File: src/logic/soc_pkg.sv
package soc_pkg;

  localparam int WORD_W = 32;
  localparam int ADDR_W = 32;
  localparam int SEL_W = 4;
  localparam int REGION_MSB = 31;
  localparam int REGION_LSB = 28;

  typedef logic [WORD_W-1:0] word_t;
  typedef logic [ADDR_W-1:0] addr_t;
  typedef logic [SEL_W-1:0] sel_t;
  typedef logic [REGION_MSB-REGION_LSB:0] region_t;
  typedef logic [2:0] irq_code_t;
  typedef logic [5:0] irq_lines_t; // timer3..timer0, uart rx, uart tx

  localparam region_t REGION_NONE = 4'h0;
  localparam region_t REGION_LOCAL = 4'h1;
  localparam region_t REGION_SHARED = 4'h6;

  localparam int LOCAL_WORDS = 32;
  localparam int LOCAL_AW = 5;
  localparam int SHARED_WORDS = 256;
  localparam int SHARED_AW = 8;
  localparam int FETCH_WORDS = 16;
  localparam int FETCH_CNT_W = 4;
  localparam logic [FETCH_CNT_W-1:0] FETCH_LAST = FETCH_CNT_W'(FETCH_WORDS - 1);

  localparam irq_code_t IRQ_NONE = 3'h0;
  localparam irq_code_t IRQ_FAULT = 3'h1;
  localparam irq_code_t IRQ_TIMER0 = 3'h2;
  localparam irq_code_t IRQ_TIMER1 = 3'h3;
  localparam irq_code_t IRQ_TIMER2 = 3'h4;
  localparam irq_code_t IRQ_TIMER3 = 3'h5;
  localparam irq_code_t IRQ_UART_RX = 3'h6;
  localparam irq_code_t IRQ_UART_TX = 3'h7;

endpackage
File: src/logic/region_decoder.sv
`timescale 1ns/1ps

module region_decoder (
  input logic sysclock,
  input logic rst_i,
  input soc_pkg::addr_t adr_i,
  input logic cyc_i,
  output soc_pkg::region_t region_o,
  output logic fault_o,
  output logic err_ack_o
);

  soc_pkg::region_t adr_region;
  logic mapped;

  assign adr_region = adr_i[soc_pkg::REGION_MSB:soc_pkg::REGION_LSB];
  assign mapped = (adr_region == soc_pkg::REGION_LOCAL) ||
                  (adr_region == soc_pkg::REGION_SHARED);

  assign region_o = (cyc_i && mapped) ? adr_region : soc_pkg::REGION_NONE;
  assign fault_o = cyc_i & ~mapped;

  // single pulse, drops again even if cyc lingers
  always_ff @(posedge sysclock or posedge rst_i) begin
    if (rst_i) begin
      err_ack_o <= 1'b0;
    end else begin
      err_ack_o <= fault_o & ~err_ack_o;
    end
  end

endmodule

File: config.mk
export PLATFORM = sky130hd
export DESIGN_NAME = region_decoder
export DESIGN_NICKNAME = d
export VERILOG_FILES = /design/src/logic/soc_pkg.sv /design/src/logic/region_decoder.sv
export SDC_FILE = /design/constraint.sdc
export NUM_CORES = 1
export LEC_CHECK = 0
export ABC_AREA = 0
export BUFFER_PORTS_ARGS = -buffer_cell sky130_fd_sc_hd__buf_2
export CAP_MARGIN = 15
export CORE_AREA = 2 2 39 41
export DETAILED_ROUTE_END_ITERATION = 10
export DIE_AREA = 0 0 41 43
export SLEW_MARGIN = 15
export SYNTH_ARGS = -nofsm -noshare
export SYNTH_HDL_FRONTEND = slang
export SYNTH_SLANG_ARGS = --single-unit
File: constraint.sdc
create_clock -name sysclock -period 1 [get_ports sysclock]
set_input_delay 0.1 -clock sysclock [delete_from_list [all_inputs] [get_ports sysclock]]
set_output_delay 0.1 -clock sysclock [all_outputs]
set_load 0.02 [all_outputs]
==> results.ini, run 1 <==
[status]
status = complete, no violations

[worst_setup_path]
cp-start-kind = input pin
end_kind = primary output
crit_fanout = 5
worst_ep_arrival_time_ns = 0.83
critical_path_required_ns = 0.90
critical_path_class = in2out

[drt]
route.detailed.drc = 0
drt_wl_total_um = 313
drt_first_pass_iters = 4
vias = 138
routedWlPerCell_um = 7.63
drtIter0Drc = 4
viasPerCell = 3.37
ant_nets = 0

[layout]
syn2layout_area_growth_pct = 100
fin_cells = 41
regMostFlops = err_ack_o
nNetsFinal = 62
largest_reg_flops = 1
diodes = 0
reg_top3 = err_ack_o (1)
drive_above_1_share_pct = 60.0

[clock_network]
clk_latency_ns = 0
cts_setup_buffers = 0
path_clk_slew_ns = 0

[floorplan]
rows = 14
die_w_um = 41
core_um2 = 1380
num_io_pins = 41
die_area_um2 = 1760
start_util_pct = 7.50
die_height_um = 43

[sta]
final-hold-violation-count = 0
fin_crit_ns = 0.925
fin_setup_tns_ns = 0
setup_violations = 0
finClkSkew_ns = 0
slew_violations = 0
max_freq_mhz = 1080
finalCritPeriodShare_pct = 92.5
rsz0062_at_grt = false

[placed_design]
gp_congestion = 0.505
place_inst = 40
numPortBuffers = 11

[logic_synthesis]
yosys.area.top_type = nor4b_1
syn_avg_cell_area_um2 = 7.99
postSynthRegisterBits = 1
seq_area_frac_synth_pct = 24.1
synth_cell_types = 10
synthCells = 13
synth_area_leaders = nor4b_1 25%, dfrtp_1 24%, nor3_1 9.6%, nor4bb_1 9.6%, buf_4 7.2%
synth_warnings = 0
synthesis.area_um2 = 104
synthesis.nets = 48
synth_top_area_share_pct = 25.3

[grt]
grt_max_degree = 6
grt_pass1_wl_um = 372
grt_pass1_vias = 99
antenna_found_initial = 0
overflow = 0
track_usage_pct = 2.80

[power]
ir_drop_mv = 0.221
power_density_nw_per_um2 = 546
p_leak_nw = 0.0962

[worst_hold_path]
hold_path_class = in2reg

[job]
maxCapViolations = 0

## critical path: stages
cell      delay [ns]
buf_2           0.13
nor4bb_2        0.33
nor3b_1         0.09
buf_2           0.17
## cell usage in the layout, fill, tap and decap left out
master,Yosys,layout
buf_2,0,11
nor3_1,2,2
nor4b_2,0,2
nand2b_1,1,1
nand2_1,1,1
nor4bb_2,0,1
nor3b_1,1,1
nor4b_1,3,1
inv_1,1,1
conb_1,1,1
dfrtp_1,1,1
dlygate4sd3_1,0,1
buf_4,1,1
## timing repair
item | CTS | global route
endpoints found under the hold margin | 1 | 0
hold buffers | 1 | 0
resized for setup | 0 | 2
endpoints found under the setup margin | 0 | 1
## area by class of cell
cell class                 count  area (um^2)
sequential                     1         25.0
inverter                       1         3.75
multi-input combinational     10         86.3
fill                         155         1180
tap                           16         20.0
timing repair buffer          13         72.6
## metal layers
layer  global-route usage (%)  vias to the layer above  wire length (um)
met5                        0                        -                 0
met4                        0                        0                 0
met3                    0.524                        0                45
met2                     4.38                       12                98
met1                     4.14                       56               169
li1                         -                       70                 -
## report_power, final
part / internal (mW) / switching, mW
Sequential: 0.0447 / 0.00182
Combinational: 0.0302 / 0.0367
Clock: 0 / 0
## cell usage after synthesis
cell type / number
conb_1: 1
dfrtp_1: 1
nand2b_1: 1
nor3_1: 2
nor4b_1: 3
nor3b_1: 1
buf_4: 1
inv_1: 1
nand2_1: 1
nor4bb_1: 1
## cell families after synthesis
logic type	share of synthesized area (%)
flip-flops	24.1
AND/OR/NAND/NOR	61.5
buffers and inverters	10.8
other	3.61
## metrics by stage
step                      area (um^2)  hold WS, ns  worst slack (ns)  util, %  power, mW
after floorplan                   110       -0.171             0.123        -     0.0787
after global placement            185      -0.0668            0.0498     13.4      0.106
after detailed placement          185      -0.0650            0.0169     13.4      0.107
after CTS                         195        0.410            0.0139     14.1      0.110
after global routing              208        0.422           0.00455     15.0      0.120
final                             208        0.407            0.0749     15.0      0.113
## worst paths after layout
kind	depth (start not counted)	startpoint	end	slack, ns
min in group asynchronous	3	rst_i	err_ack_o	0.48
hold reg to reg	1	err_ack_o	err_ack_o	0.44
setup reg to reg	1	err_ack_o	err_ack_o	0.18
hold / removal	2	cyc_i	err_ack_o	0.41
max in group asynchronous	3	rst_i	err_ack_o	0.43
setup / recovery	4	adr_i[28]	fault_o	0.07
Power figures use the tool's default switching activity.
==> run 2: changes to the inputs <==
Clock period 1 ns to 0.85 ns, I/O delays scaled along.
==> results.ini, run 2 (synthesis results as in run 1) <==
[status]
status = complete, no violations

[grt]
grt_max_degree = 4
track_usage_pct = 5.21
grt_pass1_wl_um = 641
grt_pass1_vias = 171
antenna_found_initial = 0
overflow = 0

[job]
maxCapViolations = 0

[sta]
finalCritPeriodShare_pct = 97.9
rsz0062_at_grt = true
fin_setup_tns_ns = 0
finClkSkew_ns = 0
final-hold-violation-count = 0
setup_violations = 0
max_freq_mhz = 1200
fin_crit_ns = 0.832
setup_ws_ns = 0.0179
slew_violations = 0

[worst_setup_path]
end_kind = primary output
cp_slowest_cell = nor4b_4
cp-start-kind = input pin
crit_chain = buf_8 > buf_6 > nor4b_4 > buf_4
critical_path_class = in2out
critical_path_required_ns = 0.76
worst_ep_arrival_time_ns = 0.75
critical-path-max-stage-delay_ns = 0.27
crit_fanout = 3

[floorplan]
die_area_um2 = 1760
die_height_um = 43
die_w_um = 41
core_um2 = 1380
rows = 14
start_util_pct = 7.50
num_io_pins = 41

[layout]
multi_input_area_um2 = 140
reg_top3 = err_ack_o (1)
diodes = 0
nNetsFinal = 66
regMostFlops = err_ack_o
regArea_um2 = 25.0
drive_above_1_share_pct = 75.9
layout_common_cells = 5 x buf_2, 5 x buf_4, 3 x nor4b_4, 3 x buf_8, 3 x buf_6
utilization_pct = 24.6
syn2layout_area_growth_pct = 228
fill_cells = 143
largest_reg_flops = 1

[placed_design]
numPortBuffers = 11
gp_congestion = 0.473
dp_slack_ns = -0.101

[power]
power_density_nw_per_um2 = 584
ir_drop_mv = 0.295
p_leak_nw = 0.169

[clock_network]
clk_latency_ns = 0
path_clk_slew_ns = 0

[drt]
vias = 163
drt_wl_total_um = 450
viasPerCell = 3.62
drtIter0Drc = 0
routedWlPerCell_um = 10.0
drt_first_pass_iters = 1
ant_nets = 0
route.detailed.drc = 0

[worst_hold_path]
hold_path_class = in2reg

-- run 2: where the power goes --
| group | total, mW | leakage (nW) | switching, mW | internal, mW |
|---|---|---|---|---|
| registers | 0.0571 | 0.0126 | 0.00451 | 0.0526 |
| clock network | 0 | 0 | 0 | 0 |
| logic | 0.142 | 0.156 | 0.0591 | 0.0826 |
-- run 2: timing repair --
| action | in CTS | in global routing |
|---|---|---|
| endpoints found under the hold margin | 1 | 0 |
| setup buffers | 1 | 0 |
| hold buffers | 1 | 0 |
| resized for setup | 15 | 9 |
| setup endpoints to repair | 3 | 4 |
| pin swaps | 3 | 4 |
-- run 2: path summary, 6_finish.rpt --
path                       startpoint     endpoint  slack (ns)  cells after the start
setup / recovery            adr_i[29]  region_o[0]        0.02                      4
hold / removal                  cyc_i    err_ack_o        0.39                      2
setup reg to reg            err_ack_o    err_ack_o        0.08                      1
hold reg to reg             err_ack_o    err_ack_o        0.48                      1
max in group asynchronous       rst_i    err_ack_o        0.29                      3
min in group asynchronous       rst_i    err_ack_o        0.47                      3
-- run 2: layer usage --
layer / GRT usage, % / vias to the layer above / wire length [um]
li1: - / 79 / -
met1: 4.46 / 72 / 174
met5: 0 / - / 0
met3: 0 / 0 / 29
met4: 0 / 0 / 0
met2: 11.9 / 12 / 246
-- run 2: through the flow --
| step | instances | hold slack, ns | area [um^2] | power [mW] |
|---|---|---|---|---|
| finish | 45 | 0.390 | 340 | 0.199 |
| global route | 45 | 0.400 | 340 | 0.210 |
| CTS | 45 | 0.391 | 308 | 0.183 |
| detailed placement | 43 | -0.0812 | 208 | 0.135 |
| global placement | 43 | -0.0823 | 208 | 0.134 |
| floorplan | 13 | -0.186 | 110 | 0.0926 |
-- run 2: layout make-up --
cell class	count	area share [%]
inverter	1	1.10
timing repair buffer	17	44.5
multi-input combinational	10	41.2
tap	16	5.88
sequential	1	7.35
-- run 2: worst max-delay path: cells and delay by family --
family / cells / cell delay [ns]
buffers and inverters: 3 / 0.39
AND/OR/NAND/NOR: 1 / 0.27
