--- src/logic/soc_pkg.sv ---
package soc_pkg;

  localparam int WORD_W = 32;
  localparam int ADDR_W = 32;
  localparam int SEL_W = 4;
  localparam int REGION_MSB = 31;
  localparam int REGION_LSB = 28;

  typedef logic [WORD_W-1:0] word_t;
  typedef logic [ADDR_W-1:0] addr_t;
  typedef logic [SEL_W-1:0] sel_t;
  typedef logic [REGION_MSB-REGION_LSB:0] region_t;
  typedef logic [2:0] irq_code_t;
  typedef logic [5:0] irq_lines_t; // timer3..timer0, uart rx, uart tx

  localparam region_t REGION_NONE = 4'h0;
  localparam region_t REGION_LOCAL = 4'h1;
  localparam region_t REGION_SHARED = 4'h6;

  localparam int LOCAL_WORDS = 32;
  localparam int LOCAL_AW = 5;
  localparam int SHARED_WORDS = 256;
  localparam int SHARED_AW = 8;
  localparam int FETCH_WORDS = 16;
  localparam int FETCH_CNT_W = 4;
  localparam logic [FETCH_CNT_W-1:0] FETCH_LAST = FETCH_CNT_W'(FETCH_WORDS - 1);

  localparam irq_code_t IRQ_NONE = 3'h0;
  localparam irq_code_t IRQ_FAULT = 3'h1;
  localparam irq_code_t IRQ_TIMER0 = 3'h2;
  localparam irq_code_t IRQ_TIMER1 = 3'h3;
  localparam irq_code_t IRQ_TIMER2 = 3'h4;
  localparam irq_code_t IRQ_TIMER3 = 3'h5;
  localparam irq_code_t IRQ_UART_RX = 3'h6;
  localparam irq_code_t IRQ_UART_TX = 3'h7;

endpackage
--- src/logic/mem_bus_if.sv ---
`timescale 1ns/1ps

interface mem_bus_if;
  soc_pkg::addr_t adr;
  soc_pkg::word_t wdat;
  soc_pkg::word_t rdat;
  logic we;
  soc_pkg::sel_t sel;
  logic cyc;
  logic stb;
  logic ack;

  // request held steady until ack
  modport master (
    output adr, wdat, we, sel, cyc, stb,
    input rdat, ack
  );

  modport slave (
    input adr, wdat, we, sel, cyc, stb,
    output rdat, ack
  );

endinterface

--- src/logic/frame_fetch.sv ---
`timescale 1ns/1ps

module frame_fetch (
  input logic sysclock,
  input logic rst_i,
  input logic start_i,
  input soc_pkg::addr_t base_i,
  mem_bus_if.master bus,
  output soc_pkg::word_t pixel_o,
  output logic pixel_valid_o,
  output logic busy_o
);

  typedef enum logic [1:0] {
    FETCH_IDLE,
    FETCH_REQ,
    FETCH_GAP
  } fetch_state_t;

  fetch_state_t state;
  logic [soc_pkg::FETCH_CNT_W-1:0] count_q;
  soc_pkg::addr_t addr_q;

  assign busy_o = (state != FETCH_IDLE);

  // read only master
  assign bus.adr = addr_q;
  assign bus.wdat = '0;
  assign bus.we = 1'b0;
  assign bus.sel = '1;
  assign bus.cyc = (state == FETCH_REQ);
  assign bus.stb = (state == FETCH_REQ);

  always_ff @(posedge sysclock or posedge rst_i) begin
    if (rst_i) begin
      state <= FETCH_IDLE;
      count_q <= '0;
      addr_q <= '0;
      pixel_valid_o <= 1'b0;
    end else begin
      pixel_valid_o <= 1'b0;
      case (state)
        FETCH_IDLE: begin
          if (start_i) begin
            addr_q <= base_i;
            count_q <= '0;
            state <= FETCH_REQ;
          end
        end
        FETCH_REQ: begin
          if (bus.ack) begin
            pixel_valid_o <= 1'b1;
            count_q <= count_q + 1'b1;
            addr_q <= addr_q + 32'd4;
            state <= (count_q == soc_pkg::FETCH_LAST) ? FETCH_IDLE : FETCH_GAP;
          end
        end
        FETCH_GAP: state <= FETCH_REQ; // cyc low for one cycle
        default: state <= FETCH_IDLE;
      endcase
    end
  end

  always_ff @(posedge sysclock) begin
    if (state == FETCH_REQ && bus.ack)
      pixel_o <= bus.rdat;
  end

endmodule

--- src/flat_wrapper.sv ---
// flat-port wrapper written by rule: the top's interface ports become plain ports
module frame_fetch_flat 
  (sysclock, rst_i, start_i, base_i, pixel_o, pixel_valid_o, busy_o, bus_adr, bus_wdat, bus_we, bus_sel, bus_cyc, bus_stb, bus_rdat, bus_ack);
  mem_bus_if bus_i ();
  input logic sysclock;
  input logic rst_i;
  input logic start_i;
  input soc_pkg::addr_t base_i;
  output soc_pkg::word_t pixel_o;
  output logic pixel_valid_o;
  output logic busy_o;
  output wire logic [$bits(bus_i.adr)-1:0] bus_adr;
  output wire logic [$bits(bus_i.wdat)-1:0] bus_wdat;
  output wire logic [$bits(bus_i.we)-1:0] bus_we;
  output wire logic [$bits(bus_i.sel)-1:0] bus_sel;
  output wire logic [$bits(bus_i.cyc)-1:0] bus_cyc;
  output wire logic [$bits(bus_i.stb)-1:0] bus_stb;
  input wire logic [$bits(bus_i.rdat)-1:0] bus_rdat;
  input wire logic [$bits(bus_i.ack)-1:0] bus_ack;
  assign bus_adr = bus_i.adr;
  assign bus_wdat = bus_i.wdat;
  assign bus_we = bus_i.we;
  assign bus_sel = bus_i.sel;
  assign bus_cyc = bus_i.cyc;
  assign bus_stb = bus_i.stb;
  assign bus_i.rdat = bus_rdat;
  assign bus_i.ack = bus_ack;
  frame_fetch u_core (.sysclock(sysclock), .rst_i(rst_i), .start_i(start_i), .base_i(base_i), .bus(bus_i), .pixel_o(pixel_o), .pixel_valid_o(pixel_valid_o), .busy_o(busy_o));
endmodule
--- config.mk ---
export PLATFORM = sky130hd
export DESIGN_NAME = frame_fetch_flat
export DESIGN_NICKNAME = d
export VERILOG_FILES = /design/src/logic/soc_pkg.sv /design/src/logic/mem_bus_if.sv /design/src/logic/frame_fetch.sv /design/src/flat_wrapper.sv
export SDC_FILE = /design/constraint.sdc
export NUM_CORES = 1
export LEC_CHECK = 0
export BUFFER_PORTS_ARGS = -buffer_cell sky130_fd_sc_hd__buf_2
export CAP_MARGIN = 0
export CORE_MARGIN = 2
export CORE_UTILIZATION = 35
export DETAILED_ROUTE_END_ITERATION = 12
export GPL_TIMING_DRIVEN = 0
export PLACE_DENSITY = 0.74
export SYNTH_ARGS = -nofsm -noshare
export SYNTH_HDL_FRONTEND = slang
export SYNTH_SLANG_ARGS = --single-unit
--- constraint.sdc ---
create_clock -name sysclock -period 2.6 [get_ports sysclock]
set_input_delay 0.26 -clock sysclock [delete_from_list [all_inputs] [get_ports sysclock]]
set_output_delay 0.26 -clock sysclock [all_outputs]
set_load 0.05 [all_outputs]
==> flow_metrics.env <==
export IMPL_outcome="finished, final reports clean"
export IMPL_synth_cells=376
export IMPL_io_pins=173
export IMPL_synth_edf_count=32
export IMPL_p_per_area_mw_per_mm2=1290
export IMPL_crit_fanout=10
export IMPL_worst_slew_pin_slew_ns=1.13
export IMPL_wl_per_cell_um=15.4
export IMPL_startpoint_type="register"
export IMPL_fin_nets=627
export IMPL_synth_area_mm2=0.00377
export IMPL_final_common_cell="buf_2"
export IMPL_max_slew_margin=0.247
export IMPL_rsz0062_at_grt="no"
export IMPL_cts_tree="done"
export IMPL_fin_ws_ns=0.305
export IMPL_peakVddDrop_uv=500
export IMPL_drt_drc_violations_left=0
export IMPL_worstHoldPathType="in -> async"
export IMPL_power_share_sequential=0.313
export IMPL_clk_pin_slew_ns=0.08
export IMPL_grt_start_max_net_pins=40
export IMPL_maxCapViolCount=0
export IMPL_placementRows=37
export IMPL_critPathKind="reg -> reg"
export IMPL_finalSetupViolations=0
export IMPL_drt_total_wl_mm=10.7
export IMPL_power_uw=6360
export IMPL_comb_power_share=0.570
export IMPL_grt_antenna_before_repair=0
export IMPL_design_area_mm2=0.00492
export IMPL_ctsHoldBuffers=0
export IMPL_drive_gt1_frac=0.358
export IMPL_avgSynthCellArea_um2=10.0
export IMPL_switchingPower_uw=3500
export IMPL_n_antenna_cell=0
export IMPL_initial_core_util=0.362
export IMPL_grt_total_usage=0.183
export IMPL_dp_cells=682
export IMPL_fp_dieW_um=108
export IMPL_place_ws_ns=0.232
export IMPL_worst_endpoint_required_ns=2.82
export IMPL_clkLatencyLatePin_ns=0.33
export IMPL_end_kind="register"
export IMPL_internal_power_uw=2860
export IMPL_finalSetupTns_ns=0
export IMPL_ys_types=53
export IMPL_synth_largest_area_cell="dfrtp_1"
export IMPL_finalClockSkew_ns=0.00897
export IMPL_overflow=0
export IMPL_leakage_uw=0.00217
export IMPL_ys_top_cells_by_area="dfrtp_1, edfxtp_1, buf_4, a21oi_1, nand3_1"
export IMPL_cts_buffer_depth=2
export IMPL_synth_seq_area_share=0.513
export IMPL_drt_vias_per_instance=5.06
export IMPL_portBuffers=135
export IMPL_grt_pass1_wl_mm=16.5
export IMPL_ys_warn_count=0
export IMPL_nFillCells=978
export IMPL_htreeDepth=3
export IMPL_clock_sinks=71
export IMPL_core_area_mm2=0.0104
export IMPL_grt_pass1_vias=3391
export IMPL_placed_area_mm2=0.00475
export IMPL_ant_nets=0
export IMPL_cp_data_arrival_time_ns=2.51
export IMPL_cts_inserted_buffers=9
export IMPL_fmax_mhz=436
export IMPL_area_growth_pct=30.4
export IMPL_drtIter0Drc=205
export IMPL_stdcell_count=698
export IMPL_gp_congestion=0.938
export IMPL_mostFrequentLayoutCells="buf_2, dfrtp_1, buf_4, conb_1, edfxtp_1"
export IMPL_maxSlewViolCount=0
export IMPL_fin_crit_sh=0.883
export IMPL_hpwl_mm=8.28
export IMPL_synth_main_ff_cell="dfrtp_1"
export IMPL_min_period_ns=2.30
export IMPL_die_height_um=108
export IMPL_cts_root_buf="clkbuf_8"
export IMPL_dr_pass1_iters=5
export IMPL_synthArstFlopShare=0.549
export IMPL_die_area_mm2=0.0116
export IMPL_sw_frac_of_total=0.550
export IMPL_routed_via_count=3533
export IMPL_synth_seq_cells=71
export IMPL_p_clk_frac=0.118
export IMPL_hold_violations=0
export IMPL_synth_top_area_frac=0.259
timing repair:
action | 4_1_cts | 5_1_grt
setup endpoints to repair | 0 | 3
resized for setup | 0 | 1
setup buffers | 0 | 0
power by group through the flow:
stage / logic (uW) / clock network [uW] / registers, uW
5_1_grt: 3910 / 824 / 2050
3_3_place_gp: 3580 / 0 / 2000
4_1_cts: 3640 / 774 / 1980
6_report: 3620 / 747 / 1990
2_1_floorplan: 1590 / 0 / 3100
3_5_place_dp: 3630 / 0 / 2000
cells by family after synthesis:
group                    synth area share
AND/OR/NAND/NOR                     0.206
AO/OA/AOI/OAI                       0.146
flip-flops                          0.513
buffers and inverters               0.106
multiplexers                       0.0199
adder cells (fa/ha/maj)           0.00663
other                             0.00199
layer usage:
layer | GRT usage | share of wire
met5 | 0 | 0
met4 | 0.0916 | 0.020
met3 | 0.0496 | 0.10
met2 | 0.303 | 0.47
met1 | 0.219 | 0.41
final timing paths:
path	start	endpoint	slack [ns]	cells after the start
worst max-delay path	u_core.state[1]	u_core.count_q[2]	0.30	7
worst min-delay path	rst_i	u_core.bus.adr[7]	0.1	2
worst max register to register	u_core.state[1]	u_core.count_q[2]	0.30	7
worst min register to register	u_core.count_q[1]	u_core.count_q[1]	0.50	2
max in group asynchronous	rst_i	u_core.state[1]	1.98	2
min in group sysclock	bus_rdat[25]	u_core.pixel_o[25]	0.10	1
final cells by class:
type | instances | area, um^2 | share of cell area
tap | 136 | 170 | 0.0346
clock buffer | 10 | 128 | 0.0259
timing repair buffer | 136 | 681 | 0.138
sequential | 71 | 1940 | 0.394
multi-input combinational | 272 | 1570 | 0.320
buffer | 62 | 377 | 0.0765
clock inverter | 6 | 36.3 | 0.00737
inverter | 5 | 18.8 | 0.00381
state kept, by name, summed over array words and instances, names as in the netlist:
name,flops
u_core.bus.adr,32
u_core.count_q,4
u_core.pixel_o,32
u_core.pixel_valid_o,1
u_core.state,2
worst max-delay path: stages (launching register included):
cell	delay [ns]
dfrtp_1	0.33
clkbuf_1	0.31
nand2b_1	0.27
clkbuf_1	0.44
clkbuf_1	0.51
nor2_1	0.07
o21ai_0	0.15
o21ai_0	0.10
synthesized netlist by cell type (all sizes together), types with 4 or more instances:
master	number
a211oi	6
clkbuf	24
nand3	26
o211ai	5
nand3b	4
nand2	31
inv	5
a21oi	26
nand4	13
edfxtp	32
or4	5
o22ai	5
mux2	4
dfrtp	39
nor3	8
a2bb2oi	4
nor4	8
buf	39
nor4b	8
o21ai	15
nor2	19
metrics by stage:
| stage | hold WS [ns] | utilization |
|---|---|---|
| after floorplan | 0.359 | - |
| after global placement | 0.438 | 0.456 |
| after detailed placement | 0.439 | 0.456 |
| after CTS | 0.0809 | 0.472 |
| after global routing | 0.0777 | 0.472 |
| final | 0.0977 | 0.472 |
No activity file was read; power rests on OpenSTA's default activity.
