## src/logic/soc_pkg.sv

```systemverilog
package soc_pkg;

  localparam int WORD_W = 32;
  localparam int ADDR_W = 32;
  localparam int SEL_W = 4;
  localparam int REGION_MSB = 31;
  localparam int REGION_LSB = 28;

  typedef logic [WORD_W-1:0] word_t;
  typedef logic [ADDR_W-1:0] addr_t;
  typedef logic [SEL_W-1:0] sel_t;
  typedef logic [REGION_MSB-REGION_LSB:0] region_t;
  typedef logic [2:0] irq_code_t;
  typedef logic [5:0] irq_lines_t; // timer3..timer0, uart rx, uart tx

  localparam region_t REGION_NONE = 4'h0;
  localparam region_t REGION_LOCAL = 4'h1;
  localparam region_t REGION_SHARED = 4'h6;

  localparam int LOCAL_WORDS = 32;
  localparam int LOCAL_AW = 5;
  localparam int SHARED_WORDS = 256;
  localparam int SHARED_AW = 8;
  localparam int FETCH_WORDS = 16;
  localparam int FETCH_CNT_W = 4;
  localparam logic [FETCH_CNT_W-1:0] FETCH_LAST = FETCH_CNT_W'(FETCH_WORDS - 1);

  localparam irq_code_t IRQ_NONE = 3'h0;
  localparam irq_code_t IRQ_FAULT = 3'h1;
  localparam irq_code_t IRQ_TIMER0 = 3'h2;
  localparam irq_code_t IRQ_TIMER1 = 3'h3;
  localparam irq_code_t IRQ_TIMER2 = 3'h4;
  localparam irq_code_t IRQ_TIMER3 = 3'h5;
  localparam irq_code_t IRQ_UART_RX = 3'h6;
  localparam irq_code_t IRQ_UART_TX = 3'h7;

endpackage
```

## src/logic/mem_bus_if.sv

```systemverilog
`timescale 1ns/1ps

interface mem_bus_if;
  soc_pkg::addr_t adr;
  soc_pkg::word_t wdat;
  soc_pkg::word_t rdat;
  logic we;
  soc_pkg::sel_t sel;
  logic cyc;
  logic stb;
  logic ack;

  // request held steady until ack
  modport master (
    output adr, wdat, we, sel, cyc, stb,
    input rdat, ack
  );

  modport slave (
    input adr, wdat, we, sel, cyc, stb,
    output rdat, ack
  );

endinterface

```

## src/logic/shared_ram_arbiter.sv

```systemverilog
`timescale 1ns/1ps

module shared_ram_arbiter (
  input logic sysclock,
  input logic rst_i,
  mem_bus_if.slave cpu,
  mem_bus_if.slave fetch,
  mem_bus_if.master ram
);

  typedef enum logic [1:0] {
    ARB_IDLE,
    ARB_CPU,
    ARB_FETCH
  } arb_state_t;

  arb_state_t state, state_next;
  logic cpu_gnt, fetch_gnt;

  assign cpu_gnt = (state == ARB_CPU);
  assign fetch_gnt = (state == ARB_FETCH);

  always_comb begin
    state_next = state;
    case (state)
      ARB_IDLE: begin
        if (cpu.cyc && cpu.stb)
          state_next = ARB_CPU; // cpu wins a tie
        else if (fetch.cyc && fetch.stb)
          state_next = ARB_FETCH;
      end
      ARB_CPU, ARB_FETCH: begin
        if (ram.ack)
          state_next = ARB_IDLE;
      end
      default: state_next = ARB_IDLE;
    endcase
  end

  always_ff @(posedge sysclock or posedge rst_i) begin
    if (rst_i) begin
      state <= ARB_IDLE;
    end else begin
      state <= state_next;
    end
  end

  assign ram.adr = fetch_gnt ? fetch.adr : cpu.adr;
  assign ram.wdat = fetch_gnt ? fetch.wdat : cpu.wdat;
  assign ram.we = fetch_gnt ? fetch.we : cpu.we;
  assign ram.sel = fetch_gnt ? fetch.sel : cpu.sel;
  assign ram.cyc = (cpu_gnt & cpu.cyc) | (fetch_gnt & fetch.cyc);
  assign ram.stb = (cpu_gnt & cpu.stb) | (fetch_gnt & fetch.stb);

  // returns only reach the granted side
  assign cpu.ack = cpu_gnt & ram.ack;
  assign fetch.ack = fetch_gnt & ram.ack;
  assign cpu.rdat = cpu_gnt ? ram.rdat : '0;
  assign fetch.rdat = fetch_gnt ? ram.rdat : '0;

endmodule

```

## src/flat_wrapper.sv

```systemverilog
// flat-port wrapper written by rule: the top's interface ports become plain ports
module shared_ram_arbiter_flat 
  (sysclock, rst_i, cpu_adr, cpu_wdat, cpu_we, cpu_sel, cpu_cyc, cpu_stb, cpu_rdat, cpu_ack, fetch_adr, fetch_wdat, fetch_we, fetch_sel, fetch_cyc, fetch_stb, fetch_rdat, fetch_ack, ram_adr, ram_wdat, ram_we, ram_sel, ram_cyc, ram_stb, ram_rdat, ram_ack);
  mem_bus_if cpu_i ();
  mem_bus_if fetch_i ();
  mem_bus_if ram_i ();
  input logic sysclock;
  input logic rst_i;
  input wire logic [$bits(cpu_i.adr)-1:0] cpu_adr;
  input wire logic [$bits(cpu_i.wdat)-1:0] cpu_wdat;
  input wire logic [$bits(cpu_i.we)-1:0] cpu_we;
  input wire logic [$bits(cpu_i.sel)-1:0] cpu_sel;
  input wire logic [$bits(cpu_i.cyc)-1:0] cpu_cyc;
  input wire logic [$bits(cpu_i.stb)-1:0] cpu_stb;
  output wire logic [$bits(cpu_i.rdat)-1:0] cpu_rdat;
  output wire logic [$bits(cpu_i.ack)-1:0] cpu_ack;
  input wire logic [$bits(fetch_i.adr)-1:0] fetch_adr;
  input wire logic [$bits(fetch_i.wdat)-1:0] fetch_wdat;
  input wire logic [$bits(fetch_i.we)-1:0] fetch_we;
  input wire logic [$bits(fetch_i.sel)-1:0] fetch_sel;
  input wire logic [$bits(fetch_i.cyc)-1:0] fetch_cyc;
  input wire logic [$bits(fetch_i.stb)-1:0] fetch_stb;
  output wire logic [$bits(fetch_i.rdat)-1:0] fetch_rdat;
  output wire logic [$bits(fetch_i.ack)-1:0] fetch_ack;
  output wire logic [$bits(ram_i.adr)-1:0] ram_adr;
  output wire logic [$bits(ram_i.wdat)-1:0] ram_wdat;
  output wire logic [$bits(ram_i.we)-1:0] ram_we;
  output wire logic [$bits(ram_i.sel)-1:0] ram_sel;
  output wire logic [$bits(ram_i.cyc)-1:0] ram_cyc;
  output wire logic [$bits(ram_i.stb)-1:0] ram_stb;
  input wire logic [$bits(ram_i.rdat)-1:0] ram_rdat;
  input wire logic [$bits(ram_i.ack)-1:0] ram_ack;
  assign cpu_i.adr = cpu_adr;
  assign cpu_i.wdat = cpu_wdat;
  assign cpu_i.we = cpu_we;
  assign cpu_i.sel = cpu_sel;
  assign cpu_i.cyc = cpu_cyc;
  assign cpu_i.stb = cpu_stb;
  assign cpu_rdat = cpu_i.rdat;
  assign cpu_ack = cpu_i.ack;
  assign fetch_i.adr = fetch_adr;
  assign fetch_i.wdat = fetch_wdat;
  assign fetch_i.we = fetch_we;
  assign fetch_i.sel = fetch_sel;
  assign fetch_i.cyc = fetch_cyc;
  assign fetch_i.stb = fetch_stb;
  assign fetch_rdat = fetch_i.rdat;
  assign fetch_ack = fetch_i.ack;
  assign ram_adr = ram_i.adr;
  assign ram_wdat = ram_i.wdat;
  assign ram_we = ram_i.we;
  assign ram_sel = ram_i.sel;
  assign ram_cyc = ram_i.cyc;
  assign ram_stb = ram_i.stb;
  assign ram_i.rdat = ram_rdat;
  assign ram_i.ack = ram_ack;
  shared_ram_arbiter u_core (.sysclock(sysclock), .rst_i(rst_i), .cpu(cpu_i), .fetch(fetch_i), .ram(ram_i));
endmodule
```

## config.mk

```make
export PLATFORM = sky130hd
export DESIGN_NAME = shared_ram_arbiter_flat
export DESIGN_NICKNAME = d
export VERILOG_FILES = /design/src/logic/soc_pkg.sv /design/src/logic/mem_bus_if.sv /design/src/logic/shared_ram_arbiter.sv /design/src/flat_wrapper.sv
export SDC_FILE = /design/constraint.sdc
export NUM_CORES = 1
export LEC_CHECK = 0
export BUFFER_PORTS_ARGS = -buffer_cell sky130_fd_sc_hd__buf_2
export CAP_MARGIN = 10
export CORE_AREA = 2 2 123 125
export CTS_CLUSTER_SIZE = 8
export DETAILED_ROUTE_END_ITERATION = 16
export DIE_AREA = 0 0 125 127
export PLACE_DENSITY = 0.39
export SKIP_LAST_GASP = 1
export SLEW_MARGIN = 5
export SYNTH_ARGS = -nofsm -noshare
export SYNTH_HDL_FRONTEND = slang
export SYNTH_SLANG_ARGS = --single-unit
```

## constraint.sdc

```tcl
create_clock -name sysclock -period 2.4 [get_ports sysclock]
set_input_delay 0.48 -clock sysclock [delete_from_list [all_inputs] [get_ports sysclock]]
set_output_delay 0.48 -clock sysclock [all_outputs]
set_load 0.01 [all_outputs]
```

==> results.md <==
* Vias/cell at between 3 and 4
* CORE AREA at 0.0144 sq mm
* Footprint of the multi-input gates at around 0.0014 sq mm
* Initial Utilization at 10.3%
* RR Startpoint: u_core.state[1]$_DFFE_PP0P_
* Crit. End Element: output port
* Startpoint types: flip-flop
* Clock-pin slew of the registers on the worst-case setup and hold paths at 0.03 ns
* Status: complete, no violations
* Syn nets at 350
* Avg Synthesized Cell Area at ~8.8 sq um
* Final Hold Fails at 0
* Fillers at 1,613
* Setup TNS at 0 ns
* Post-route cell area at 0.00342 sq mm
* Fmax at 0.442 GHz
* Cell Pwr Density at 770 mW/mm^2
* Period utilisation layout at 94.3%
* CP endpoint: ram_wdat[27]
* Slew margin rel. at 82.1%
* MaxCap Viol Count at 0
* Unique masters post-synth at 17
* Post-DP Area at roughly 0.0033 sq mm
* Initial DRC count at 41
* Vias in the first global route at 2,405
* Most common cell after layout, fill and taps aside: buf_2
* Rows at 44
* Critical path class: flip-flop to output port
* Vias at 2,499
* Fin cells at 671
* Reg-to-reg endpoint: u_core.state[1]$_DFFE_PP0P_
* Pwr Total at 2.64 mW
* Share of cells above drive strength 1 at 82.5%
* Min-Delay Path Class: input pin to asynchronous set/reset pin
* Placed cells at 661
* PortBufs at around 310
* Grt total ovfl at 0
* Peak VDD IR at 0.000328 V
* Gate Count Post-Synth at 169
* Seq cells post-synth at 2
* Min cycle time layout at approximately 2.3 ns
* Worst EP required at 1.92 ns
* P_leak at 2.02 nW
* Worst-Skew Late Latency at 0.22 ns
* FF+latch area at 50.0 sq um
* Post-route DRC at 0
* Final #Nets at 670
* RePlAce Congestion at around 0.89
* Diode count at 0
* Ys Warns at 0
* WL final at 9.42 mm
* CTS tree: yes
* Total GRT Usage at 10.2%
* CP Max Fanout at 24
* H-tree levels at 1
* Antenna-violating nets left at 0
* Final Util at a little under a quarter
* WP data arrival at 1.78 ns
* Top flop regs: u_core.state (2)
* HPWL after DPL at 8.41 mm
* Post-synthesis sequential area ratio at 3.36%
* Fin. max-slew vios at 0
* DIE AREA at 0.0159 sq mm
* Final setup viols at 0
* Pre-CTS WS at ~0.27 ns
* Cts bufs inserted at 3
* Largest net degree at the start of global routing at 36
* I/O pin count at approximately 310
* Clk sinks at 2
* Netlist Area Pre-Place at 0.00149 sq mm
* Worst Skew at roughly 0.0028 ns
* Reg with most FFs: u_core.state
* Critical Path Source: u_core.state[0]$_DFFE_PP0P_
* PnR worst setup slack at 0.136 ns
* Die width at 125 um
* Reg2Reg Depth at 5
* Die H at ~130 um
* Max FFs per register at 2
* CTS Root Cell: clkbuf_16
* DR pass1 iterations at 4
* Max Buffers Root-to-Sink at 2
* Routed wire per std cell at 14.0 um
* Most frequent cells in the layout: buf_2, and2_1, mux2_2, buf_4, mux2_4
* WHS at between 0.1 and 0.15 ns
* RSZ-0062 raised after global routing: false
* Area grow syn2layout at 130%
* Initial antenna violation count at 0
* Global-route wire length before repair at between 10 and 15 mm
* Flop2flop setup slack at 1.06 ns
* Worst Max-Slew Pin Slew at between 0.2 and 0.3 ns
worst max-delay path, stage by stage (launching register included):
cell and delay [ns]:
dfrtp_1 0.37, inv_1 0.15, ha_4 0.30, buf_12 0.23, mux2_2 0.36, buf_2 0.15
synth_stat cells:
library cell	n	area [sq um]
nand3_1	1	5.00
buf_2	5	25.0
buf_8	1	15.0
mux2_4	10	150
nor2b_1	1	6.26
mux2_2	59	664
nand2_1	2	7.51
a22o_1	2	17.5
buf_6	2	22.5
dfrtp_1	2	50.1
ha_1	4	50.1
nand3b_1	1	7.51
clkbuf_1	6	22.5
inv_1	3	11.3
o22ai_1	1	6.26
a21oi_1	3	15.0
and2_1	66	413
where the power goes:
part	leakage [nW]	switching, mW	total [mW]	internal, mW
Clock	0.0370	0.0352	0.247	0.212
Combinational	1.95	1.13	2.33	1.19
Sequential	0.0260	0.0133	0.0626	0.0493
Total	2.02	1.18	2.64	1.46
metal layers:
layer  wire length, um  global-route usage, %  vias to the layer above  share of wire [%]
met1              3730                   12.5                     1102                 40
met4                 0                  0.392                        0                  0
met2              4700                   18.8                      186                 50
li1                  -                      -                     1211                  -
met3               994                   2.85                        0                 11
met5                 0                      0                        -                  0
layout make-up:
type | instances | area share [%]
well taps | 184 | 6.73
multi-input cells | 150 | 39.6
clock buffers | 3 | 2.19
inverters | 3 | 0.329
repair buffers | 329 | 49.7
flip-flops and latches | 2 | 1.46
worst min path at each step:
stage / endpoint / cells after the start / slack, ns
final: u_core.state[0]$_DFFE_PP0P_ / 2 / 0.11
after CTS: u_core.state[0]$_DFFE_PP0P_ / 2 / 0.11
after detailed placement: u_core.state[1]$_DFFE_PP0P_ / 2 / 0.34
after global routing: u_core.state[0]$_DFFE_PP0P_ / 2 / 0.12
after global placement: u_core.state[1]$_DFFE_PP0P_ / 2 / 0.34
after floorplan: u_core.state[0]$_DFFE_PP0P_ / 1 / 0.22
timing repair:
item                       in CTS  in global routing
resized for setup               0                  0
setup endpoints to repair       0                 15
hold buffers                    0                  0
setup buffers                   0                  7
kinds of logic (layout without fill, tap and decap cells):
| family | Yosys count | after routing | synth area share [%] |
|---|---|---|---|
| buffers and inverters | 17 | 335 | 6.47 |
| multiplexers | 69 | 69 | 54.7 |
| AO/OA/AOI/OAI | 6 | 6 | 2.61 |
| adder cells (fa/ha/maj) | 4 | 4 | 3.36 |
| AND/OR/NAND/NOR | 71 | 71 | 29.5 |
| flip-flops | 2 | 2 | 3.36 |
Power figures use the tool's default switching activity.
