**config.mk**
```make
export PLATFORM = sky130hd
export DESIGN_NAME = irq_encoder
export DESIGN_NICKNAME = d
export VERILOG_FILES = /design/src/logic/soc_pkg.sv /design/src/logic/irq_encoder.sv
export SDC_FILE = /design/constraint.sdc
export NUM_CORES = 1
export LEC_CHECK = 0
export BUFFER_PORTS_ARGS = -buffer_cell sky130_fd_sc_hd__buf_4
export CORE_AREA = 2 2 39 41
export DETAILED_ROUTE_END_ITERATION = 10
export DIE_AREA = 0 0 41 43
export PLACE_DENSITY_LB_ADDON = 0.1
export SYNTH_ARGS = -nofsm -noshare
export SYNTH_HDL_FRONTEND = slang
export SYNTH_SLANG_ARGS = --single-unit
export TNS_END_PERCENT = 10
```
**constraint.sdc**
```tcl
create_clock -name vclk -period 1.1
set_input_delay 0.165 -clock vclk [all_inputs]
set_output_delay 0.165 -clock vclk [all_outputs]
set_load 0.05 [all_outputs]
```
**src/logic/soc_pkg.sv**
```systemverilog
package soc_pkg;

  localparam int WORD_W = 32;
  localparam int ADDR_W = 32;
  localparam int SEL_W = 4;
  localparam int REGION_MSB = 31;
  localparam int REGION_LSB = 28;

  typedef logic [WORD_W-1:0] word_t;
  typedef logic [ADDR_W-1:0] addr_t;
  typedef logic [SEL_W-1:0] sel_t;
  typedef logic [REGION_MSB-REGION_LSB:0] region_t;
  typedef logic [2:0] irq_code_t;
  typedef logic [5:0] irq_lines_t; // timer3..timer0, uart rx, uart tx

  localparam region_t REGION_NONE = 4'h0;
  localparam region_t REGION_LOCAL = 4'h1;
  localparam region_t REGION_SHARED = 4'h6;

  localparam int LOCAL_WORDS = 32;
  localparam int LOCAL_AW = 5;
  localparam int SHARED_WORDS = 256;
  localparam int SHARED_AW = 8;
  localparam int FETCH_WORDS = 16;
  localparam int FETCH_CNT_W = 4;
  localparam logic [FETCH_CNT_W-1:0] FETCH_LAST = FETCH_CNT_W'(FETCH_WORDS - 1);

  localparam irq_code_t IRQ_NONE = 3'h0;
  localparam irq_code_t IRQ_FAULT = 3'h1;
  localparam irq_code_t IRQ_TIMER0 = 3'h2;
  localparam irq_code_t IRQ_TIMER1 = 3'h3;
  localparam irq_code_t IRQ_TIMER2 = 3'h4;
  localparam irq_code_t IRQ_TIMER3 = 3'h5;
  localparam irq_code_t IRQ_UART_RX = 3'h6;
  localparam irq_code_t IRQ_UART_TX = 3'h7;

endpackage
```
**src/logic/irq_encoder.sv**
```systemverilog
`timescale 1ns/1ps

module irq_encoder (
  input logic int_en_i,
  input logic fault_i,
  input soc_pkg::irq_lines_t lines_i,
  output soc_pkg::irq_code_t irq_o
);

  always_comb begin
    irq_o = soc_pkg::IRQ_NONE;
    if (int_en_i) begin
      if (fault_i)
        irq_o = soc_pkg::IRQ_FAULT; // fault beats everything
      else if (lines_i[5])
        irq_o = soc_pkg::IRQ_TIMER3;
      else if (lines_i[4])
        irq_o = soc_pkg::IRQ_TIMER2;
      else if (lines_i[3])
        irq_o = soc_pkg::IRQ_TIMER1;
      else if (lines_i[2])
        irq_o = soc_pkg::IRQ_TIMER0;
      else if (lines_i[1])
        irq_o = soc_pkg::IRQ_UART_RX;
      else if (lines_i[0])
        irq_o = soc_pkg::IRQ_UART_TX;
    end
  end

endmodule

```
==> reports/summary.json, run 1 <==
{
  "cell_area_after_synthesis_um2": 68.8,
  "chipWidth_um": 41,
  "hold_viol": 0,
  "p_int_mw": 0.0442,
  "die_area_mm2": 0.00176,
  "ir_drop_mv": 0.155,
  "netSwitchingPower_mw": 0.0514,
  "layout.cells.most_common": "buf_4",
  "violations": "negative setup slack",
  "synth.yosys.warnings": 0,
  "groute.usage.overall": 0.0390,
  "worst_ep_arrival_time_ns": 0.95,
  "floorplan.initialDensity": 0.0497,
  "n_sequential_cell": 0,
  "globalplace.congestion": 0.585,
  "worst_slew_pin_slew_ns": 0.267,
  "maxSlewViolCount": 0,
  "post_drt_wl_per_cell_um": 8.54,
  "design.final.nets": 31,
  "globalRouteOverflowTotal": 0,
  "run_status": "finished, violations left",
  "switching_share": 0.538,
  "antenna_found_initial": 0,
  "hold_path_class": "in2out",
  "crit_required_ns": 0.94,
  "drt_pass1_iterations": 1,
  "whs_path_depth": 3,
  "placementRows": 14,
  "instances_no_fill": 37,
  "grt_setup_unrepaired": "true",
  "destination_of_the_worst_hold_path": "irq_o[1]",
  "synth_seq_area_share": 0,
  "reported_leakage_power_nw": 0.0869,
  "drt-total-wl_um": 316,
  "nClkBuffers": 0,
  "drv.max_cap_violation_count": 0,
  "ioPinCount": 11,
  "vias_in_the_first_global_route": 129,
  "grt_first_pass_wirelength_um": 510,
  "finalPower_mw": 0.0956,
  "avgSynthCellArea_um2": 6.88,
  "total_power_divided_by_cell_area_mw_per_mm2": 413,
  "route.detailed.drc": 0,
  "via_per_inst": 3.27,
  "antenna_cells": 0,
  "power.sequential.fraction": 0,
  "clock.fmax_mhz": 898,
  "hold_buffers": 0,
  "comb_power_share": 1.000,
  "timing.final.setup_violations": 1,
  "drive_gt1_frac": 0.810,
  "post-route-worst-setup-slack_ns": -0.0135,
  "worstSetupStartpointType": "primary input",
  "synth_cell_type_count": 8,
  "numPlacedInstances": 37,
  "post_layout_utilization_of_the_core": 0.167,
  "port_buffers": 11,
  "hp-start": "lines_i[5]",
  "grt_max_degree": 5,
  "count_of_nets_left_with_antenna_violations_after_detail_routing": 0,
  "floorplan.die.height_um": 43,
  "placeableCoreArea_mm2": 0.00138,
  "synthesis.nets": 18,
  "timing.slew.headroom": 0.822,
  "syn_to_final_growth_pct": 236,
  "netlist_instances": 10,
  "critical_path.max_fanout": 2,
  "timing_worst_setup_path_type": "in2out",
  "period_minus_slack_ns": 1.11,
  "n_fill_cell": 155,
  "final_cell_mix": "buf_4, buf_6",
  "final-seq-area_um2": 0,
  "share_clk_of_total_power": 0,
  "final_min_period_over_clock_period": 1.01,
  "first_iter_violations": 0,
  "endpoint_type_of_the_worst_setup_path": "primary output",
  "dr_total_vias": 121
}
## worst max path at each step
stage	slack (ns)	startpoint	endpoint	depth (start not counted)
global route	-0.03	lines_i[3]	irq_o[0]	4
CTS	-0.003	lines_i[3]	irq_o[0]	4
detailed placement	-0.07	lines_i[3]	irq_o[2]	5
global placement	-0.1	lines_i[3]	irq_o[2]	5
floorplan	-0.05	lines_i[3]	irq_o[2]	3
finish	-0.01	lines_i[3]	irq_o[0]	4
## power by group through the flow
stage	combinational (mW)	sequential [mW]	clock (mW)
final	0.0956	0	0
after global routing	0.101	0	0
after CTS	0.0845	0	0
after detailed placement	0.0789	0	0
after global placement	0.0797	0	0
after floorplan	0.0384	0	0
## through the flow
step	instance area, um^2	worst slack [ns]	hold WS (ns)	TNS (ns)
6_report	231	-0.0135	0.627	-0.0135
4_1_cts	204	-0.00303	0.634	-0.00303
5_1_grt	231	-0.0290	0.640	-0.0290
3_5_place_dp	188	-0.0696	0.668	-0.114
3_3_place_gp	188	-0.0952	0.673	-0.158
2_1_floorplan	85.1	-0.0548	0.397	-0.0841
## cell type report
type,count,area (um^2),share of cell area
multi-input cells,10,118,0.508
repair buffers,11,93.8,0.405
well taps,16,20.0,0.0865
## metal layers
layer,up-vias,global-route usage,wire (um)
met5,-,0,0
met4,0,0,0
met3,0,0,56
met2,11,0.0406,94
met1,47,0.0823,165
li1,63,-,-
## kinds of logic (layout without fill, tap and decap cells)
kind of cell | count (synthesis) | count (layout) | synth area share
buffers and inverters | 0 | 11 | 0
AND/OR/NAND/NOR | 6 | 6 | 0.473
AO/OA/AOI/OAI | 4 | 4 | 0.527
## worst max-delay path: stages
cell	delay, ns
buf_4	0.12
nor2b_1	0.12
o41a_1	0.37
buf_6	0.16
## timing repair
item	in CTS	in global routing
buffers inserted	0	0
endpoints found under the setup margin	3	3
endpoints found under the hold margin	0	0
gates resized for setup	4	6
## cells in the mapped netlist (all sizes together)
library cell | number | share of area
nor2 | 3 | 0.16
a2111oi | 1 | 0.22
a21oi | 1 | 0.073
nand2b | 1 | 0.091
nor2b | 1 | 0.091
nor4b | 1 | 0.13
o21ai | 1 | 0.073
o41a | 1 | 0.16
No activity file was read; power rests on OpenSTA's default activity.
==> run 2, diff against run 1 <==
--- a/config.mk
+++ b/config.mk
@@ -9,6 +9,7 @@
 export CORE_AREA = 2 2 39 41
 export DETAILED_ROUTE_END_ITERATION = 10
 export DIE_AREA = 0 0 41 43
+export GPL_TIMING_DRIVEN = 0
 export PLACE_DENSITY_LB_ADDON = 0.1
 export SYNTH_ARGS = -nofsm -noshare
 export SYNTH_HDL_FRONTEND = slang
==> run 2 against run 1 <==
  * The flow still finishes with violations (negative setup slack)
  * Sequential share of layout area did not move
  * Count of clock-buffer cells in the layout unchanged
  * First-iteration DRC count grew 1
  * Global-route usage shrank 0.20 points
  * Sequential cell count did not move
  * Critical path type unchanged
  * Largest power group unchanged
==> reports/summary.json, run 2 (synthesis gave the netlist of run 1 again) <==
{
  "run_status": {"value": "finished, violations left", "change": "unchanged"},
  "violations": {"value": "negative setup slack", "change": "unchanged"},
  "post_layout_utilization_of_the_core": {"value": 0.152, "change": "was 0.167"},
  "globalRouteOverflowTotal": {"value": 0, "change": "unchanged"},
  "drt-total-wl": {"value": 317, "unit": "um", "change": "was 316 um"},
  "placeableCoreArea": {"value": 0.00138, "unit": "mm^2", "change": "unchanged"},
  "hpwlAfterDp_um": 276,
  "floorplan.die.height": {"value": 43, "unit": "um", "change": "unchanged"},
  "critical_path.max_fanout": {"value": 2, "change": "unchanged"},
  "worst_hold_slack": {"value": 0.629, "unit": "ns", "change": "was 0.627 ns"},
  "hold_viol": {"value": 0, "change": "unchanged"},
  "layout.cells.most_common": {"value": "buf_4", "change": "unchanged"},
  "grt_setup_unrepaired": {"value": "true", "change": "unchanged"},
  "drive_gt1_frac": {"value": 0.762, "change": "was 0.810"},
  "placementRows": {"value": 14, "change": "unchanged"},
  "total_power_divided_by_cell_area": {"value": 410, "unit": "mW/mm^2", "change": "was 413 mW/mm^2"},
  "first_iter_violations": {"value": 1, "change": "was 0"},
  "final_cell_mix": {"value": "buf_4, buf_6, nor2_1", "change": "was buf_4, buf_6"},
  "globalplace.congestion": {"value": 0.548, "change": "was 0.585"},
  "critPathSlowestCell": {"value": "o41a_1", "change": "unchanged"},
  "path_delay_family": {"value": "compound AO/OA/AOI/OAI gates", "change": "unchanged"},
  "critical_path.cell_chain": {"value": "buf_4, nor2b_1, o41a_1, buf_6", "change": "unchanged"},
  "grt_max_degree": {"value": 5, "change": "unchanged"},
  "cp.buffers_inverters": {"value": 2, "change": "unchanged"},
  "comb_power_share": {"value": 1.000, "change": "about the same"},
  "post-route-worst-setup-slack": {"value": -0.00522, "unit": "ns", "change": "was -0.0135 ns"},
  "timing.final.setup_violations": {"value": 1, "change": "unchanged"},
  "hold_buffers": {"value": 0, "change": "unchanged"},
  "hp-start": {"value": "lines_i[5]", "change": "unchanged"},
  "maxSlewViolCount": {"value": 0, "change": "unchanged"},
  "die_area": {"value": 0.00176, "unit": "mm^2", "change": "unchanged"},
  "groute.usage.overall": {"value": 0.0370, "change": "was 0.0390"},
  "period_minus_slack": {"value": 1.11, "unit": "ns", "change": "about the same"},
  "numPlacedInstances": {"value": 37, "change": "unchanged"},
  "final.setup.tns": {"value": -0.00522, "unit": "ns", "change": "was -0.0135 ns"},
  "endpoint_type_of_the_worst_setup_path": {"value": "primary output", "change": "unchanged"},
  "whs_path_depth": {"value": 3, "change": "unchanged"},
  "grtUsageMet2": {"value": 0.0406, "change": "unchanged"},
  "syn_to_final_growth": {"value": 205, "unit": "%", "change": "was 236%"},
  "p_int": {"value": 0.0398, "unit": "mW", "change": "was 0.0442 mW"},
  "globalRoute.busiestLayer": {"value": "met1", "change": "unchanged"},
  "timing_worst_setup_path_type": {"value": "in2out", "change": "unchanged"},
  "netSwitchingPower": {"value": 0.0465, "unit": "mW", "change": "was 0.0514 mW"},
  "critical-path-max-stage-delay": {"value": 0.37, "unit": "ns", "change": "about the same"},
  "floorplan.initialDensity": {"value": 0.0497, "change": "unchanged"},
  "crit_required": {"value": 0.94, "unit": "ns", "change": "about the same"},
  "share_clk_of_total_power": {"value": 0, "change": "about the same"},
  "final_min_period_over_clock_period": {"value": 1.00, "change": "was 1.01"},
  "post_drt_wl_per_cell": {"value": 8.57, "unit": "um", "change": "was 8.54 um"},
  "count_of_nets_left_with_antenna_violations_after_detail_routing": {"value": 0, "change": "unchanged"},
  "power.sequential.fraction": {"value": 0, "change": "about the same"},
  "worst_ep_arrival_time": {"value": 0.94, "unit": "ns", "change": "was 0.95 ns"},
  "worstSetupPathDepth": {"value": 4, "change": "unchanged"},
  "switching_share": {"value": 0.539, "change": "was 0.538"},
  "hold_path_class": {"value": "in2out", "change": "unchanged"},
  "timing.slew.headroom": {"value": 0.825, "change": "was 0.822"},
  "finalPower": {"value": 0.0862, "unit": "mW", "change": "was 0.0956 mW"},
  "design.final.nets": {"value": 31, "change": "unchanged"},
  "vias_in_the_first_global_route": {"value": 130, "change": "was 129"},
  "port_buffers": {"value": 11, "change": "unchanged"},
  "nClkBuffers": {"value": 0, "change": "unchanged"},
  "ioPinCount": {"value": 11, "change": "unchanged"},
  "clock.fmax": {"value": 905, "unit": "MHz", "change": "was 898 MHz"},
  "route.detailed.drc": {"value": 0, "change": "unchanged"},
  "final-seq-area": {"value": 0, "unit": "um^2", "change": "unchanged"},
  "instances_no_fill": {"value": 37, "change": "unchanged"},
  "n_sequential_cell": {"value": 0, "change": "unchanged"},
  "via_per_inst": {"value": 3.30, "change": "was 3.27"},
  "worstSetupStartpointType": {"value": "primary input", "change": "unchanged"},
  "antenna_cells": {"value": 0, "change": "unchanged"},
  "antenna_found_initial": {"value": 0, "change": "unchanged"},
  "chipWidth": {"value": 41, "unit": "um", "change": "unchanged"},
  "ir_drop": {"value": 0.152, "unit": "mV", "change": "was 0.155 mV"},
  "use_met1": {"value": 0.0728, "change": "was 0.0823"},
  "grt_first_pass_wirelength": {"value": 489, "unit": "um", "change": "was 510 um"},
  "reported_leakage_power": {"value": 0.0753, "unit": "nW", "change": "was 0.0869 nW"},
  "drt_pass1_iterations": {"value": 2, "change": "was 1"},
  "drv.max_cap_violation_count": {"value": 0, "change": "unchanged"},
  "destination_of_the_worst_hold_path": {"value": "irq_o[1]", "change": "unchanged"},
  "worst_slew_pin_slew": {"value": 0.263, "unit": "ns", "change": "was 0.267 ns"},
  "dr_total_vias": {"value": 122, "change": "was 121"},
  "met3_use_gr": {"value": 0.00524, "change": "was 0"}
}
-- run 2: routing by layer --
metal	vias up	share of wire
met5	-	0
met4	0	0
met3	0	0.16
met2	11	0.29
met1	49	0.55
li1	62	-
-- run 2: final cells by class --
cell class	count	area (um^2)
Fill cell	153	1170
Multi-Input combinational cell	10	96.3
Tap cell	16	20.0
Timing Repair Buffer	11	93.8
-- run 2: tightest hold or removal path: cells and delay by family --
family | cells | cell delay (ns)
buf+inv | 2 | 0.25
compound gates | 1 | 0.04
-- run 2: worst max-delay path by stage --
stage | endpoint | slack [ns] | from
6_report | irq_o[0] | -0.005 | lines_i[3]
5_1_grt | irq_o[0] | -0.02 | lines_i[3]
4_1_cts | irq_o[0] | 0.0001 | lines_i[3]
3_5_place_dp | irq_o[2] | -0.07 | lines_i[3]
3_3_place_gp | irq_o[2] | -0.09 | lines_i[3]
2_1_floorplan | irq_o[2] | -0.05 | lines_i[3]
-- run 2: what timing repair did --
action | 4_1_cts | 5_1_grt
buffers inserted | 0 | 0
endpoints found under the setup margin | 2 | 3
gates resized for setup | 3 | 3
-- run 2: stage by stage --
stage,area [um^2],setup WS (ns)
after floorplan,85.1,-0.0548
after global placement,188,-0.0923
after detailed placement,188,-0.0717
after CTS,200,0.000107
after global routing,210,-0.0232
final,210,-0.00522
-- run 2: power groups by stage --
stage / registers, mW / clock network [mW] / logic [mW]
finish: 0 / 0 / 0.0862
global route: 0 / 0 / 0.0915
CTS: 0 / 0 / 0.0831
detailed placement: 0 / 0 / 0.0783
global placement: 0 / 0 / 0.0795
floorplan: 0 / 0 / 0.0384
==> run 3, diff against run 2 <==
==> constraint.sdc (replaced) <==
create_clock -name vclk -period 0.9
set_input_delay 0.135 -clock vclk [all_inputs]
set_output_delay 0.135 -clock vclk [all_outputs]
set_load 0.05 [all_outputs]
==> run 3 against run 2 <==
  * Largest cell class unchanged
  * Cell count is the same
  * Via count rose by 1.6%
  * Global-route usage is 0.30 points lower
  * The run still ends with negative setup slack left
  * Wire length grew 12%
  * Combinational power is 51% higher
  * First-iteration DRC count grew 100%
  * Non-clock buffer count unchanged
  * Highest routed layer unchanged
  * Count of clock-buffer cells in the layout unchanged
  * Setup slack got worse by 0.11 ns
  * Core utilization grew 3.4 points
==> reports/summary.json, run 3 (synthesis gave the netlist of run 1 again) <==
{
  "final.setup.tns": {"value": -0.155, "unit": "ns", "change": "was -0.00522 ns"},
  "path_delay_family": {"value": "compound AO/OA/AOI/OAI gates", "change": "unchanged"},
  "drt-total-wl": {"value": 355, "unit": "um", "change": "was 317 um"},
  "layout.cells.most_common": {"value": "buf_4", "change": "unchanged"},
  "antenna_cells": {"value": 0, "change": "unchanged"},
  "syn_to_final_growth": {"value": 275, "unit": "%", "change": "was 205%"},
  "destination_of_the_worst_hold_path": {"value": "irq_o[1]", "change": "unchanged"},
  "port_buffers": {"value": 11, "change": "unchanged"},
  "maxSlewViolCount": {"value": 0, "change": "unchanged"},
  "route.detailed.drc": {"value": 0, "change": "unchanged"},
  "worst_slew_pin_slew": {"value": 0.264, "unit": "ns", "change": "was 0.263 ns"},
  "final_min_period_over_clock_period": 1.12,
  "drv.max_cap_violation_count": {"value": 0, "change": "unchanged"},
  "ir_drop": {"value": 0.186, "unit": "mV", "change": "was 0.152 mV"},
  "nClkBuffers": {"value": 0, "change": "unchanged"},
  "timing.slew.headroom": {"value": 0.824, "change": "was 0.825"},
  "post-route-worst-setup-slack": {"value": -0.111, "unit": "ns", "change": "was -0.00522 ns"},
  "chipWidth": {"value": 41, "unit": "um", "change": "unchanged"},
  "worstSetupStartpointType": {"value": "primary input", "change": "unchanged"},
  "count_of_nets_left_with_antenna_violations_after_detail_routing": {"value": 0, "change": "unchanged"},
  "drive_gt1_frac": {"value": 0.857, "change": "was 0.762"},
  "cp.buffers_inverters": {"value": 2, "change": "unchanged"},
  "hpwlAfterDp": {"value": 276, "unit": "um", "change": "unchanged"},
  "antenna_found_initial": {"value": 0, "change": "unchanged"},
  "critPathSlowestCell": {"value": "o41a_1", "change": "unchanged"},
  "die_area": {"value": 0.00176, "unit": "mm^2", "change": "unchanged"},
  "vias_in_the_first_global_route": {"value": 113, "change": "was 130"},
  "total_power_divided_by_cell_area": {"value": 503, "unit": "mW/mm^2", "change": "was 410 mW/mm^2"},
  "placementRows": {"value": 14, "change": "unchanged"},
  "ioPinCount": {"value": 11, "change": "unchanged"},
  "violations": {"value": "negative setup slack", "change": "unchanged"},
  "hp-start": {"value": "lines_i[5]", "change": "unchanged"},
  "critical_path.cell_chain": {"value": "buf_8, nor2b_4, o41a_1, buf_6", "change": "was buf_4, nor2b_1, o41a_1, buf_6"},
  "drt_pass1_iterations": {"value": 2, "change": "unchanged"},
  "run_status": {"value": "finished, violations left", "change": "unchanged"},
  "globalplace.congestion": {"value": 0.548, "change": "about the same"},
  "timing.final.setup_violations": {"value": 2, "change": "was 1"},
  "globalRouteOverflowTotal": {"value": 0, "change": "unchanged"},
  "hold_viol": {"value": 0, "change": "unchanged"},
  "grt_max_degree": {"value": 5, "change": "unchanged"},
  "post_drt_wl_per_cell": {"value": 9.59, "unit": "um", "change": "was 8.57 um"},
  "placeableCoreArea": {"value": 0.00138, "unit": "mm^2", "change": "unchanged"},
  "dp_slack": {"value": -0.212, "unit": "ns", "change": "was -0.0717 ns"},
  "design.final.nets": {"value": 31, "change": "unchanged"},
  "first_iter_violations": {"value": 2, "change": "was 1"},
  "worst_ep_arrival_time": {"value": 0.88, "unit": "ns", "change": "was 0.94 ns"},
  "n_fill_cell": {"value": 148, "change": "was 153"},
  "n_sequential_cell": {"value": 0, "change": "unchanged"},
  "endpoint_type_of_the_worst_setup_path": {"value": "primary output", "change": "unchanged"},
  "period_minus_slack_ns": 1.01,
  "grt_first_pass_wirelength": {"value": 448, "unit": "um", "change": "was 489 um"},
  "reported_leakage_power": {"value": 0.0984, "unit": "nW", "change": "was 0.0753 nW"},
  "final-seq-area": {"value": 0, "unit": "um^2", "change": "unchanged"},
  "via_per_inst": {"value": 3.35, "change": "was 3.30"},
  "floorplan.die.height": {"value": 43, "unit": "um", "change": "unchanged"},
  "clock.fmax_mhz": 989,
  "hold_buffers": {"value": 0, "change": "unchanged"},
  "post_cts.repair.setup_buffers": {"value": 0, "change": "unchanged"},
  "critical-path-max-stage-delay": {"value": 0.37, "unit": "ns", "change": "about the same"},
  "dr_total_vias": {"value": 124, "change": "was 122"},
  "groute.usage.overall": {"value": 0.0340, "change": "was 0.0370"},
  "whs_path_depth": {"value": 3, "change": "unchanged"},
  "hold_path_class": {"value": "in2out", "change": "unchanged"},
  "critical_path.max_fanout": {"value": 2, "change": "unchanged"},
  "final_cell_mix": {"value": "buf_4, buf_6, buf_8", "change": "was buf_4, buf_6, nor2_1"},
  "crit_required": {"value": 0.76, "unit": "ns", "change": "was 0.94 ns"},
  "timing_worst_setup_path_type": {"value": "in2out", "change": "unchanged"},
  "grt_setup_unrepaired": {"value": "true", "change": "unchanged"},
  "floorplan.initialDensity": {"value": 0.0497, "change": "unchanged"}
}
[run 3: cell counts in the layout (fill, tap and decap cells not counted)]
No cell type changed its count.
[run 3: power by group]
group	internal [mW]	total, mW	switching, mW
registers	0	0	0
clock network	0	0	0
logic	0.0645	0.130	0.0652
[run 3: repair_timing]
action,4_1_cts,5_1_grt
endpoints found under the setup margin,3,3
pin swaps,0,2
resized for setup,9,7
[run 3: metal layers]
metal  up-vias  part of all wire  track usage  routed length, um
li1         62                 -            -                  -
met5         -                 0            0                  0
met1        51              0.46       0.0728                165
met3         0              0.19            0                 67
met2        11              0.34       0.0344                121
met4         0                 0            0                  0
[run 3: layout make-up]
type,instances,area [um^2],area share
repair buffers,11,113,0.437
multi-input cells,10,125,0.485
well taps,16,20.0,0.0777
[run 3: worst max-delay path by stage]
stage | startpoint | end | depth (start not counted)
4_1_cts | lines_i[2] | irq_o[2] | 5
3_5_place_dp | lines_i[3] | irq_o[2] | 5
3_3_place_gp | lines_i[3] | irq_o[2] | 5
2_1_floorplan | lines_i[3] | irq_o[2] | 3
6_report | lines_i[3] | irq_o[0] | 4
5_1_grt | lines_i[3] | irq_o[0] | 4
[run 3: metrics by stage]
step / instances / utilization / hold slack [ns] / area, um^2 / total power, mW
final: 37 / 0.186 / 0.568 / 258 / 0.130
after global routing: 37 / 0.186 / 0.577 / 258 / 0.136
after CTS: 37 / 0.170 / 0.569 / 235 / 0.118
after detailed placement: 37 / 0.136 / 0.607 / 188 / 0.0957
after global placement: 37 / 0.136 / 0.611 / 188 / 0.0972
after floorplan: 10 / - / 0.337 / 85.1 / 0.0469
[run 3: worst min-delay path, delay by kind of cell]
kind	cells	cell delay, ns
buf+inv	2	0.25
compound gates	1	0.05
